[config.mk]
export PLATFORM = sky130hd
export DESIGN_NAME = branchEval_flat
export DESIGN_NICKNAME = d
export VERILOG_FILES = /design/src/cpu_pkg.sv /design/src/cpuCtrlIf.sv /design/src/branchEval.sv /design/src/flat_wrapper.sv
export SDC_FILE = /design/constraint.sdc
export NUM_CORES = 1
export LEC_CHECK = 0
export BUFFER_PORTS_ARGS = -buffer_cell sky130_fd_sc_hd__buf_2
export CAP_MARGIN = 20
export CORE_ASPECT_RATIO = 0.7
export CORE_UTILIZATION = 35
export CTS_CLUSTER_SIZE = 8
export DETAILED_ROUTE_END_ITERATION = 10
export PLACE_DENSITY = 0.72
export SYNTH_ARGS = -nofsm -noshare
export SYNTH_HDL_FRONTEND = slang
export SYNTH_SLANG_ARGS = --single-unit
[constraint.sdc]
create_clock -name clk -period 5.7 [get_ports clk]
set_input_delay 0.285 -clock clk [delete_from_list [all_inputs] [get_ports clk]]
set_output_delay 0.285 -clock clk [all_outputs]
set_load 0.05 [all_outputs]
[src/cpu_pkg.sv]
`default_nettype none

package cpu_pkg;

  // Datapath and register file sizes.
  localparam int dataWidth    = 16;
  localparam int dataMsb      = dataWidth - 1;
  localparam int regAddrWidth = 4;

  // Memory sizes in 16-bit words.
  localparam int imemDepth     = 256;
  localparam int imemAddrWidth = 8;
  localparam int dmemDepth     = 256;
  localparam int dmemAddrWidth = 8;

  typedef enum logic [3:0] {
    ADD = 4'd0,
    SUB = 4'd1,
    XOR = 4'd2,
    SLL = 4'd3,
    SRA = 4'd4,
    LW  = 4'd8,
    SW  = 4'd9,
    LLB = 4'd10,
    LHB = 4'd11,
    B   = 4'd12,
    BR  = 4'd13,
    PCS = 4'd14,
    HLT = 4'd15
  } opcodeE;  // Codes 5 to 7 are no operation.

  typedef enum logic [2:0] {
    NEQ    = 3'd0,
    EQ     = 3'd1,
    GT     = 3'd2,
    LT     = 3'd3,
    GE     = 3'd4,
    LE     = 3'd5,
    OVF    = 3'd6,
    UNCOND = 3'd7
  } condE;

  typedef enum logic [1:0] {
    ALU    = 2'd0,
    MEM    = 2'd1,
    PCNEXT = 2'd2
  } wbSrcE;

  typedef struct packed {
    logic z;
    logic v;
    logic n;
  } flagsT;

endpackage

`default_nettype wire
[src/cpuCtrlIf.sv]
`timescale 1ns/10ps
`default_nettype none

interface cpuCtrlIf;
  cpu_pkg::opcodeE               op;
  logic                          aluSrcImm;
  logic                          regWrite;
  logic                          memRead;
  logic                          memWrite;
  cpu_pkg::wbSrcE                wbSrc;
  logic                          isBranch;
  logic                          isBranchReg;
  cpu_pkg::condE                 cond;
  logic [cpu_pkg::dataWidth-1:0] imm;  // Already sign extended and scaled.
  logic                          halt;

  modport dec (output op, aluSrcImm, regWrite, memRead, memWrite, wbSrc,
               isBranch, isBranchReg, cond, imm, halt);
  modport exe (input op, aluSrcImm, imm);
  modport br  (input op, isBranch, isBranchReg, cond, imm);
  modport fe  (input halt);
endinterface

`default_nettype wire

[src/branchEval.sv]
`timescale 1ns/10ps
`default_nettype none

module branchEval (
  input  logic                          clk,
  input  logic                          arstN,
  cpuCtrlIf.br                          ctrl,
  input  cpu_pkg::flagsT                flags,
  input  logic                          flagsWe,
  input  logic [cpu_pkg::dataWidth-1:0] pcPlus2,
  input  logic [cpu_pkg::dataWidth-1:0] regTarget,
  output logic                          taken,
  output logic [cpu_pkg::dataWidth-1:0] target
);

  cpu_pkg::flagsT flagReg;
  logic           condMet;

  always_ff @(posedge clk or negedge arstN) begin
    if (!arstN) begin
      flagReg <= '0;
    end else if (flagsWe) begin
      flagReg.z <= flags.z;
      if (ctrl.op != cpu_pkg::XOR) begin  // XOR leaves V and N alone.
        flagReg.v <= flags.v;
        flagReg.n <= flags.n;
      end
    end
  end

  always_comb begin
    case (ctrl.cond)
      cpu_pkg::NEQ: condMet = !flagReg.z;
      cpu_pkg::EQ:  condMet = flagReg.z;
      cpu_pkg::GT:  condMet = !flagReg.z && !flagReg.n;
      cpu_pkg::LT:  condMet = flagReg.n;
      cpu_pkg::GE:  condMet = flagReg.z || (!flagReg.z && !flagReg.n);
      cpu_pkg::LE:  condMet = flagReg.n || flagReg.z;
      cpu_pkg::OVF: condMet = flagReg.v;
      default:      condMet = 1'b1;  // Unconditional.
    endcase
  end

  assign taken  = (ctrl.isBranch || ctrl.isBranchReg) && condMet;
  assign target = ctrl.isBranchReg ? regTarget : pcPlus2 + ctrl.imm;

endmodule

`default_nettype wire

[src/flat_wrapper.sv]
// flat-port wrapper written by rule: the top's interface ports become plain ports
module branchEval_flat 
  (clk, arstN, flags, flagsWe, pcPlus2, regTarget, taken, target, ctrl_op, ctrl_isBranch, ctrl_isBranchReg, ctrl_cond, ctrl_imm);
  cpuCtrlIf ctrl_i ();
  input  logic clk;
  input  logic arstN;
  input  cpu_pkg::flagsT flags;
  input  logic flagsWe;
  input  logic [cpu_pkg::dataWidth-1:0] pcPlus2;
  input  logic [cpu_pkg::dataWidth-1:0] regTarget;
  output logic taken;
  output logic [cpu_pkg::dataWidth-1:0] target;
  input wire logic [$bits(ctrl_i.op)-1:0] ctrl_op;
  input wire logic [$bits(ctrl_i.isBranch)-1:0] ctrl_isBranch;
  input wire logic [$bits(ctrl_i.isBranchReg)-1:0] ctrl_isBranchReg;
  input wire logic [$bits(ctrl_i.cond)-1:0] ctrl_cond;
  input wire logic [$bits(ctrl_i.imm)-1:0] ctrl_imm;
  assign ctrl_i.op = ctrl_op;
  assign ctrl_i.isBranch = ctrl_isBranch;
  assign ctrl_i.isBranchReg = ctrl_isBranchReg;
  assign ctrl_i.cond = ctrl_cond;
  assign ctrl_i.imm = ctrl_imm;
  branchEval u_core (.clk(clk), .arstN(arstN), .ctrl(ctrl_i), .flags(flags), .flagsWe(flagsWe), .pcPlus2(pcPlus2), .regTarget(regTarget), .taken(taken), .target(target));
endmodule
==> summary.txt, run 1 <==
status -> complete, no violations
gr usage total -> 16.61%
largest fanout on the critical path -> 4
largest net degree at the start of global routing -> 32
leakage power -> 0.8000 nW
Final Hold Viols -> 0
first-pass GRT wire length -> 4.250 mm
cell row count -> 16
Detailed Route Iter0 Violations -> 41
# IOs -> 80
post-synthesis cell area -> 0.001087 mm^2
Fmax -> 0.3577 GHz
CP most frequent cell -> buf_2
gp weighted congestion -> 0.8743
min-delay worst type -> in -> reg
maximum vdd drop -> 164.3 uV
EDFF count, synth -> 0
number of H-tree levels -> 1
share of the yosys chip area belonging to registers -> 6.904%
nets@finish -> 302
clk buf depth -> 2
core area -> 0.002863 mm^2
dominant synthesized flop cell -> dfrtp_1
Critical-path top delay cell -> fa_1
fraction of layout cells with a size suffix above 1 -> 45.95%
IO Port Bufs -> 79
min-delay src -> flags[1]
final design utilization -> 54.76%
number of remaining DRC errors -> 0
Worst EP required -> 5.41 ns
max reg flops -> 3
initial core utilization -> 37.98%
critical-path cell list -> buf_2, ha_1, fa_1, a21o_2, a221oi_4, o21bai_2, a221oi_2, xor2_1, o21ai_1, buf_2
vias in the first global route -> 990
Overflow after GRT -> 0
# diodes -> 0
Biggest register -> u_core.flagReg
ys async rst share -> 100.0%
Relative slew margins -> 67.00%
crit end category -> output port
unique cell type count in the Yosys netlist -> 38
Final Cycle Share -> 49.05%
Max Cap Violations -> 0
Syn Nets -> 221
CP delay by family, top -> compound AO/OA/AOI/OAI gates
crit path launch type -> input port
CTS clk-pin slew, worst paths -> 0.03 ns
launching point of the worst reg2reg path -> u_core.flagReg[0]
pwr dens -> 189.0 mW/mm^2
Final Max Slew Viols -> 0
clk sinks -> 3
WL/cell -> 11.19 um
# resized after CTS -> 0
Syn Area/Cell -> 7.657 um^2
commonest non-fill, non-tap cell in the layout -> buf_2
setup TNS -> 0 ns
slowest stage delay, CP -> 0.42 ns
Largest regs -> u_core.flagReg: 3 flops
initial antenna violation count -> 0
Detailed Route WL -> 2.887 mm
post-DP HPWL -> 2.495 mm
fin crit period -> 2.796 ns
Setup crit start -> ctrl_imm[0]
CP arrival -> 2.51 ns
Worst-Margin Slew -> 0.4950 ns
commonest non-fill, non-tap cells in the layout -> buf_2 (79), nand2_1 (22), ha_1 (15)
Die W -> 68.62 um
drt pass-1 iters -> 4
CTS tree -> done
# Post-CTS Setup Buffers -> 0
RSZ-0062 raised after global routing -> false
area grow syn2layout -> 44.19%
die area -> 0.003337 mm^2
worst skew pair latency -> 0.21 ns
Post-Synthesis Cells -> 142
post-synthesis register bit count -> 3
Vias per Instance -> 5.019
WS Path Type -> in -> out
Ys Warns -> 0
via count -> 1295
clk_skew -> 0 ns
Clock Root Buffer -> clkbuf_8
CTS Buf Count -> 3
final setup vio count -> 0
Final ANT Viol Nets -> 0
die height -> 48.63 um
WP buf/inv -> 2
Hold WS -> 0.3050 ns
cells in the mapped netlist, types with 2 or more instances:
cell type   n  share of area (%)
a21oi_1    11                5.1
a21o_1      2                1.4
dfrtp_1     3                6.9
o21ai_1     7                3.2
o21a_1      2                1.4
nand4_1     2                1.2
o21ai_0    12                5.5
xnor2_1     7                5.6
nor2_1      6                2.1
nor2b_1     2                1.2
a211oi_1    3                2.1
xor2_1      6                4.8
nand2_1    22                7.6
and3_1      2                1.2
ha_1       15                 17
mux2_2      8                8.3
clkbuf_1    3                1.0
a21o_2      3                2.4
o21bai_2    2                2.1
nand3_1     5                2.3
inv_1       2               0.69
metal layers:
layer  up-vias  wire (um)  share of wire [%]  GRT usage, %
met3         0        298                 10         2.358
met4         0          0                  0         3.125
met2        67       1185                 41         25.49
met1       535       1403                 49         24.32
li1        693          -                  -             -
met5         -          0                  0             0
area by class of cell:
class                      instances  area [um^2]
clock buffer                       4        45.04
fill                             283         1295
inverter                           2        7.507
multi-input combinational        133        989.7
sequential                         3        75.07
tap                               36        45.04
timing repair buffer              80        405.4
power by group:
group	switching, mW	internal, mW	leakage [nW]
Sequential	0.00241	0.0238	0.0351
Clock	0.0123	0.0475	0.0228
Combinational	0.133	0.0771	0.742
Total	0.148	0.148	0.800
stage by stage:
stage,worst slack [ns],power [mW],cell area [um^2],std cells
after CTS,2.904,0.2983,1568,258
after detailed placement,2.903,0.2354,1513,253
after floorplan,2.653,0.1804,1087,142
after global placement,2.954,0.2336,1513,253
final,2.904,0.2963,1568,258
after global routing,2.744,0.3193,1568,258
cell families after synthesis:
| logic type | after synthesis | share of synthesized area [%] |
|---|---|---|
| flip-flops | 3 | 6.904 |
| AO/OA/AOI/OAI | 52 | 34.18 |
| AND/OR/NAND/NOR | 44 | 18.99 |
| multiplexers | 8 | 8.286 |
| adder cells (fa/ha/maj) | 16 | 19.10 |
| XOR/XNOR | 13 | 10.47 |
| buffers and inverters | 6 | 2.071 |
final timing paths:
check | cells past startpoint | slack, ns | to
worst min-delay path | 2 | 0.31 | u_core.flagReg[1]
worst min register to register | 1 | 0.50 | u_core.flagReg[1]
worst max-delay path | 10 | 2.90 | target[14]
max in group asynchronous | 2 | 5.18 | u_core.flagReg[0]
worst max register to register | 1 | 4.89 | u_core.flagReg[0]
min in group asynchronous | 2 | 0.41 | u_core.flagReg[1]
timing repair:
item                                    in CTS  in global routing
endpoints found under the setup margin       0                  0
endpoints found under the hold margin        3                  0
hold buffers                                 1                  0
No activity file was read; power rests on OpenSTA's default activity.
==> inputs of run 2 (changes only) <==
--- a/config.mk
+++ b/config.mk
@@ -5,13 +5,14 @@
 export SDC_FILE = /design/constraint.sdc
 export NUM_CORES = 1
 export LEC_CHECK = 0
+export ABC_AREA = 1
 export BUFFER_PORTS_ARGS = -buffer_cell sky130_fd_sc_hd__buf_2
 export CAP_MARGIN = 20
 export CORE_ASPECT_RATIO = 0.7
 export CORE_UTILIZATION = 35
 export CTS_CLUSTER_SIZE = 8
 export DETAILED_ROUTE_END_ITERATION = 10
-export PLACE_DENSITY = 0.72
+export PLACE_DENSITY = 0.69
 export SYNTH_ARGS = -nofsm -noshare
 export SYNTH_HDL_FRONTEND = slang
 export SYNTH_SLANG_ARGS = --single-unit
==> constraint.sdc (replaced) <==
create_clock -name clk -period 2.9 [get_ports clk]
set_input_delay 0.145 -clock clk [delete_from_list [all_inputs] [get_ports clk]]
set_output_delay 0.145 -clock clk [all_outputs]
set_load 0.05 [all_outputs]
==> run 2 against run 1 <==
Compared with the run above: via count increased by 31%; power rose by 91%; critical path depth increased by 2; non-clock buffer count is the same; sequential power rose by 92%; clock skew is the same; global-route usage increased by 0.73 points; sequential share of layout area down 0.52 points; critical path type unchanged; critical endpoint is now target[12]; largest cell class unchanged.
==> summary.txt, run 2 <==
WL/cell -> 9.005 um (-20%)
Die W -> 73.75 um (+7.5%)
CTS Buf Count -> 3 (unchanged)
Final Cell Area -> 0.001757 mm^2 (+12%)
Max Cap Violations -> 0 (unchanged)
EDFF count, synth -> 0 (unchanged)
placed cell area -> 0.001702 mm^2 (+12%)
sequential share of power -> 8.9% (about the same)
final setup vio count -> 0 (unchanged)
drt pass-1 iters -> 4 (unchanged)
Critical-path top delay cell -> fa_1
initial core utilization -> 38.25% (+0.27 points)
Detailed Route Iter0 Violations -> 70 (+71%)
dpl cells -> 370 (+46%)
ys async rst share -> 100.0% (unchanged)
Worst EP required -> 2.76 ns (-2.65 ns)
Final ANT Viol Nets -> 0 (unchanged)
Ys Warns -> 0 (unchanged)
Overflow after GRT -> 0 (unchanged)
post-synthesis cell area -> 0.001261 mm^2 (+16%)
Relative slew margins -> 66.09% (-0.90 points)
CTS tree -> done
Worst-Margin Slew -> 0.5080 ns (+0.01297 ns)
gr usage total -> 17.34% (+0.73 points)
synth top area cells -> nand2_1 (34%), ha_1 (15%), inv_1 (10%)
Top Layer Used -> met3
Syn Nets -> 326 (+48%)
CP most frequent cell -> nand2_1
Biggest register -> u_core.flagReg
post-DP HPWL -> 2.876 mm (+15%)
number of remaining DRC errors -> 0 (unchanged)
die height -> 52.23 um (+7.4%)
clock power share -> 21.0% (+0.8 points)
critical-path cell list -> buf_2, ha_1, fa_1, nand2_1, nand2_1, and2_4, nand3_1, nand3_1, nand2_1, nand3_1, nand2_1, buf_2
Syn Area/Cell -> 5.106 um^2 (-33%)
commonest non-fill, non-tap cell in the layout -> nand2_1
commonest non-fill, non-tap cells in the layout -> nand2_1 (114), buf_2 (79), inv_1 (34)
crit end category -> output port
post-synthesis register bit count -> 3 (unchanged)
final design utilization -> 53.28% (-1.5 points)
vias in the first global route -> 1320 (+33%)
maximum vdd drop -> 451.7 uV (+170%)
WP buf/inv -> 2 (unchanged)
status -> complete, no violations
Final Hold Viols -> 0 (unchanged)
Vias per Instance -> 4.520 (-9.9%)
fin crit period -> 1.989 ns
sw frac -> 51.51% (+1.6 points)
min-delay worst type -> in -> reg
met1 WL -> 1.835 mm (+31%)
clk sinks -> 3 (unchanged)
Detailed Route WL -> 3.377 mm (+17%)
most numerous cell in the Yosys netlist -> nand2_1
clk_skew -> 0 ns (unchanged)
fraction of layout cells with a size suffix above 1 -> 27.44% (-19 points)
core area -> 0.003297 mm^2 (+15%)
via count -> 1695 (+31%)
share of the yosys chip area belonging to registers -> 5.952% (-0.95 points)
IO Port Bufs -> 79 (unchanged)
Final Cycle Share -> 68.58%
top cell type by total area after synthesis -> nand2_1
nets@finish -> 408 (+35%)
leakage power -> 1.137 nW (+42%)
area grow syn2layout -> 39.29%
CP delay by family, top -> simple AND/OR/NAND/NOR gates
CTS clk-pin slew, worst paths -> 0.03 ns (about the same)
pwr dens -> 322.6 mW/mm^2 (+71%)
metal2 WL -> 1.359 mm (+15%)
gp weighted congestion -> 0.8181 (-6.4%)
number of H-tree levels -> 1 (unchanged)
clk buf depth -> 2 (unchanged)
largest fanout on the critical path -> 3 (-1)
Yosys top cell area share -> 33.93% (+17 points)
P_sw -> 0.2919 mW (+97%)
CP arrival -> 1.84 ns (-0.67 ns)
Pint -> 0.2748 mW (+85%)
Final Max Slew Viols -> 0 (unchanged)
# diodes -> 0 (unchanged)
cell row count -> 17 (+1)
die area -> 0.003852 mm^2 (+15%)
Clock Root Buffer -> clkbuf_8
max reg flops -> 3 (unchanged)
WS Path Type -> in -> out
RSZ-0062 raised after global routing -> false
setup TNS -> 0 ns (unchanged)
dominant synthesized flop cell -> dfrtp_1
slowest stage delay, CP -> 0.40 ns (-0.02 ns)
synth cell count leaders -> nand2_1 (114), inv_1 (34), nand3_1 (19)
Non-Filler Instances -> 375 (+45%)
Largest regs -> u_core.flagReg: 3 flops
power share of the combinational group -> 70.2% (-0.8 points)
unique cell type count in the Yosys netlist -> 27 (-29%)
Met3 Routed Length -> 182 um (-39%)
crit path launch type -> input port
largest net degree at the start of global routing -> 20 (-38%)
# IOs -> 80 (unchanged)
Fmax -> 0.5028 GHz
worst skew pair latency -> 0.21 ns (about the same)
final worst slack -> 0.9111 ns (-1.993 ns)
initial antenna violation count -> 0 (unchanged)
Post-Synthesis Cells -> 247 (+74%)
worst slack, placed -> 0.9401 ns (-1.963 ns)
first-pass GRT wire length -> 5.313 mm (+25%)
-- run 2: cell count changes after synthesis, moves of 4 or more --
cell     previous run  this run
xnor2_1             7         2
nand2_1            22       114
or2_1               0         4
nor2_1              6        17
inv_1               2        34
o21ai_0            12         3
nand3_1             5        19
mux2_2              8         2
xor2_1              6         0
-- run 2: metrics by stage --
stage | power (mW) | hold WS (ns)
6_report | 0.5666 | 0.1686
5_1_grt | 0.6181 | 0.1781
4_1_cts | 0.5705 | 0.1667
3_5_place_dp | 0.4466 | -0.05550
3_3_place_gp | 0.4429 | -0.05524
2_1_floorplan | 0.3385 | -0.1506
-- run 2: logic make-up after synthesis --
group,after synthesis,share of synthesized area [%]
buf+inv,41,12.40
compound gates,17,7.242
fa+ha+maj,16,16.47
simple gates,166,54.76
flops,3,5.952
mux,2,1.786
xor+xnor,2,1.389
-- run 2: power by group through the flow --
stage,Combinational (mW),Sequential (mW),Clock (mW)
after global routing,0.441,0.0510,0.126
after CTS,0.398,0.0502,0.122
after floorplan,0.289,0.0495,0
after detailed placement,0.396,0.0507,0
final,0.398,0.0503,0.119
after global placement,0.392,0.0504,0
-- run 2: routing by layer --
metal / vias to the layer above / track usage [%]
met1: 701 / 25.37
li1: 935 / -
met2: 59 / 28.29
met3: 0 / 2.692
met5: - / 0
met4: 0 / 0
-- run 2: layout make-up --
cell class	instances	area [um^2]
repair buffers	80	405.4
inverters	38	142.6
fillers	342	1540
clock buffers	4	45.04
multi-input cells	203	1030
flip-flops and latches	3	75.07
well taps	47	58.81
-- run 2: what timing repair did --
item	4_1_cts	5_1_grt
endpoints found under the hold margin	3	0
hold buffers	1	0
buffers inserted	0	0
resized for setup	0	0
-- run 2: path summary, 6_finish.rpt --
path / start / to / slack, ns / depth (start not counted)
worst max-delay path: ctrl_imm[0] / target[12] / 0.91 / 12
worst min-delay path: flags[0] / u_core.flagReg[0] / 0.17 / 2
worst max register to register: u_core.flagReg[0] / u_core.flagReg[0] / 2.10 / 1
worst min register to register: u_core.flagReg[1] / u_core.flagReg[1] / 0.51 / 2
max in group asynchronous: arstN / u_core.flagReg[0] / 2.51 / 2
min in group asynchronous: arstN / u_core.flagReg[1] / 0.28 / 2
==> inputs of run 3 (changes only) <==
==> constraint.sdc (replaced) <==
create_clock -name clk -period 1.85 [get_ports clk]
set_input_delay 0.0925 -clock clk [delete_from_list [all_inputs] [get_ports clk]]
set_output_delay 0.0925 -clock clk [all_outputs]
set_load 0.05 [all_outputs]
==> run 3 against run 2 <==
Compared with the run above: global-route usage grew 0.88 points; combinational power rose by 61%; clock skew stayed put; critical endpoint unchanged.
==> summary.txt, run 3 (synthesis results as in run 2) <==
status -> complete, no violations
die height -> 52.23 um (unchanged)
max reg flops -> 3 (unchanged)
WS Path Type -> in -> out
IO Port Bufs -> 79 (unchanged)
initial core utilization -> 38.25% (unchanged)
Relative slew margins -> 66.12% (about the same)
Worst-Margin Slew -> 0.5076 ns (-0.0003694 ns)
final design utilization -> 54.35% (+1.1 points)
critical path capture point -> target[12]
area grow syn2layout -> 42.06%
min-delay worst type -> in -> reg
Pint -> 0.4447 mW (+62%)
fraction of layout cells with a size suffix above 1 -> 28.96% (+1.5 points)
pwr dens -> 506.6 mW/mm^2 (+57%)
CTS Buf Count -> 3 (unchanged)
Vias per Instance -> 4.477 (-0.94%)
Biggest register -> u_core.flagReg
dpl cells -> 370 (unchanged)
Overflow after GRT -> 0 (unchanged)
leakage power -> 1.145 nW (+0.67%)
power share of the combinational group -> 70.7% (+0.5 points)
first-pass GRT wire length -> 5.471 mm (+3.0%)
CTS tree -> done
gp weighted congestion -> 0.8436 (+3.1%)
CTS clk-pin slew, worst paths -> 0.03 ns (about the same)
core area -> 0.003297 mm^2 (unchanged)
Non-Filler Instances -> 375 (unchanged)
launching point of the worst reg2reg path -> u_core.flagReg[0]
Final ANT Viol Nets -> 0 (unchanged)
fin crit period -> 1.766 ns
# Post-CTS Setup Buffers -> 0 (unchanged)
sequential share of power -> 8.6% (-0.3 points)
nets@finish -> 408 (unchanged)
final setup vio count -> 0 (unchanged)
Final Cell Area -> 0.001792 mm^2 (+2.0%)
vias in the first global route -> 1304 (-1.2%)
largest net degree at the start of global routing -> 20 (unchanged)
Clock Root Buffer -> clkbuf_8
clk_skew -> 0 ns (unchanged)
clk buf depth -> 2 (unchanged)
Fmax -> 0.5663 GHz
Worst EP required -> 1.76 ns (-1.00 ns)
commonest non-fill, non-tap cell in the layout -> nand2_1
post-DP HPWL -> 2.896 mm (+0.70%)
Detailed Route Iter0 Violations -> 68 (-2.9%)
initial antenna violation count -> 0 (unchanged)
P_sw -> 0.4630 mW (+59%)
clock power share -> 20.7% (-0.3 points)
Max Cap Violations -> 0 (unchanged)
crit end category -> output port
sw frac -> 51.01% (-0.50 points)
number of remaining DRC errors -> 0 (unchanged)
Setup crit start -> ctrl_imm[0]
commonest non-fill, non-tap cells in the layout -> nand2_1 (112), buf_2 (74), inv_1 (34)
# IOs -> 80 (unchanged)
gr usage total -> 18.22% (+0.88 points)
worst skew pair latency -> 0.21 ns (about the same)
placed cell area -> 0.001709 mm^2 (+0.44%)
maximum vdd drop -> 501.3 uV (+11%)
drt pass-1 iters -> 4 (unchanged)
Largest regs -> u_core.flagReg: 3 flops
crit path launch type -> input port
Final Hold Viols -> 0 (unchanged)
R2R setup slack -> 1.05 ns (-1.05 ns)
number of H-tree levels -> 1 (unchanged)
RR Endpoint -> u_core.flagReg[0]
cell row count -> 17 (unchanged)
via count -> 1679 (-0.94%)
largest fanout on the critical path -> 3 (unchanged)
die area -> 0.003852 mm^2 (unchanged)
Final Cycle Share -> 95.46%
worst slack, placed -> -0.01543 ns (-0.9555 ns)
Detailed Route WL -> 3.421 mm (+1.3%)
# diodes -> 0 (unchanged)
WL/cell -> 9.123 um (+1.3%)
Tot Pwr -> 0.9077 mW (+60%)
CP arrival -> 1.67 ns (-0.17 ns)
clk sinks -> 3 (unchanged)
final worst slack -> 0.08404 ns (-0.8271 ns)
Final Max Slew Viols -> 0 (unchanged)
Die W -> 73.75 um (unchanged)
FF-to-FF path depth -> 1 (unchanged)
## run 3: area by class of cell
type | instances | area [um^2]
Multi-Input combinational cell | 203 | 1045
Sequential cell | 3 | 75.07
Timing Repair Buffer | 80 | 425.4
Clock buffer | 4 | 45.04
Tap cell | 47 | 58.81
Fill cell | 339 | 1505
Inverter | 38 | 142.6
## run 3: worst max-delay path, stage by stage
cell	delay, ns
buf_2	0.10
ha_1	0.22
fa_2	0.36
nand2_1	0.11
nand2_2	0.08
and2_4	0.15
nand3_1	0.08
nand3_1	0.07
nand2_1	0.06
nand3_1	0.08
nand2_1	0.08
buf_4	0.19
## run 3: metrics by stage
| step | hold WS [ns] | setup TNS [ns] |
|---|---|---|
| finish | 0.1212 | 0 |
| global route | 0.1318 | -0.04845 |
| CTS | 0.1140 | 0 |
| detailed placement | -0.1061 | -0.02679 |
| global placement | -0.1069 | 0 |
| floorplan | -0.2031 | 0 |
## run 3: repair_timing
action	4_1_cts	5_1_grt
resized for setup	4	6
setup endpoints to repair	4	6
endpoints found under the hold margin	3	0
hold buffers	1	0
pin swaps	0	1
## run 3: power by group through the flow
stage | sequential, mW | clock [mW] | combinational (mW)
final | 0.0784 | 0.187 | 0.642
after global routing | 0.0794 | 0.198 | 0.716
after CTS | 0.0784 | 0.190 | 0.636
after detailed placement | 0.0789 | 0 | 0.625
after global placement | 0.0789 | 0 | 0.620
after floorplan | 0.0776 | 0 | 0.457
## run 3: worst min-delay path by stage
stage                        start                end  slack, ns  cells past startpoint
after floorplan              arstN  u_core.flagReg[0]      -0.20                      0
after global placement       arstN  u_core.flagReg[2]      -0.11                      1
after detailed placement     arstN  u_core.flagReg[2]      -0.11                      1
after CTS                 flags[0]  u_core.flagReg[0]       0.11                      2
after global routing      flags[2]  u_core.flagReg[2]       0.13                      2
final                     flags[2]  u_core.flagReg[2]       0.12                      2
## run 3: layer usage
layer	global-route usage [%]	up-vias	part of all wire [%]
met3	2.308	0	6.8
met1	27.02	688	53
met4	1.923	0	0
met5	0	-	0
met2	28.75	61	40
li1	-	930	-
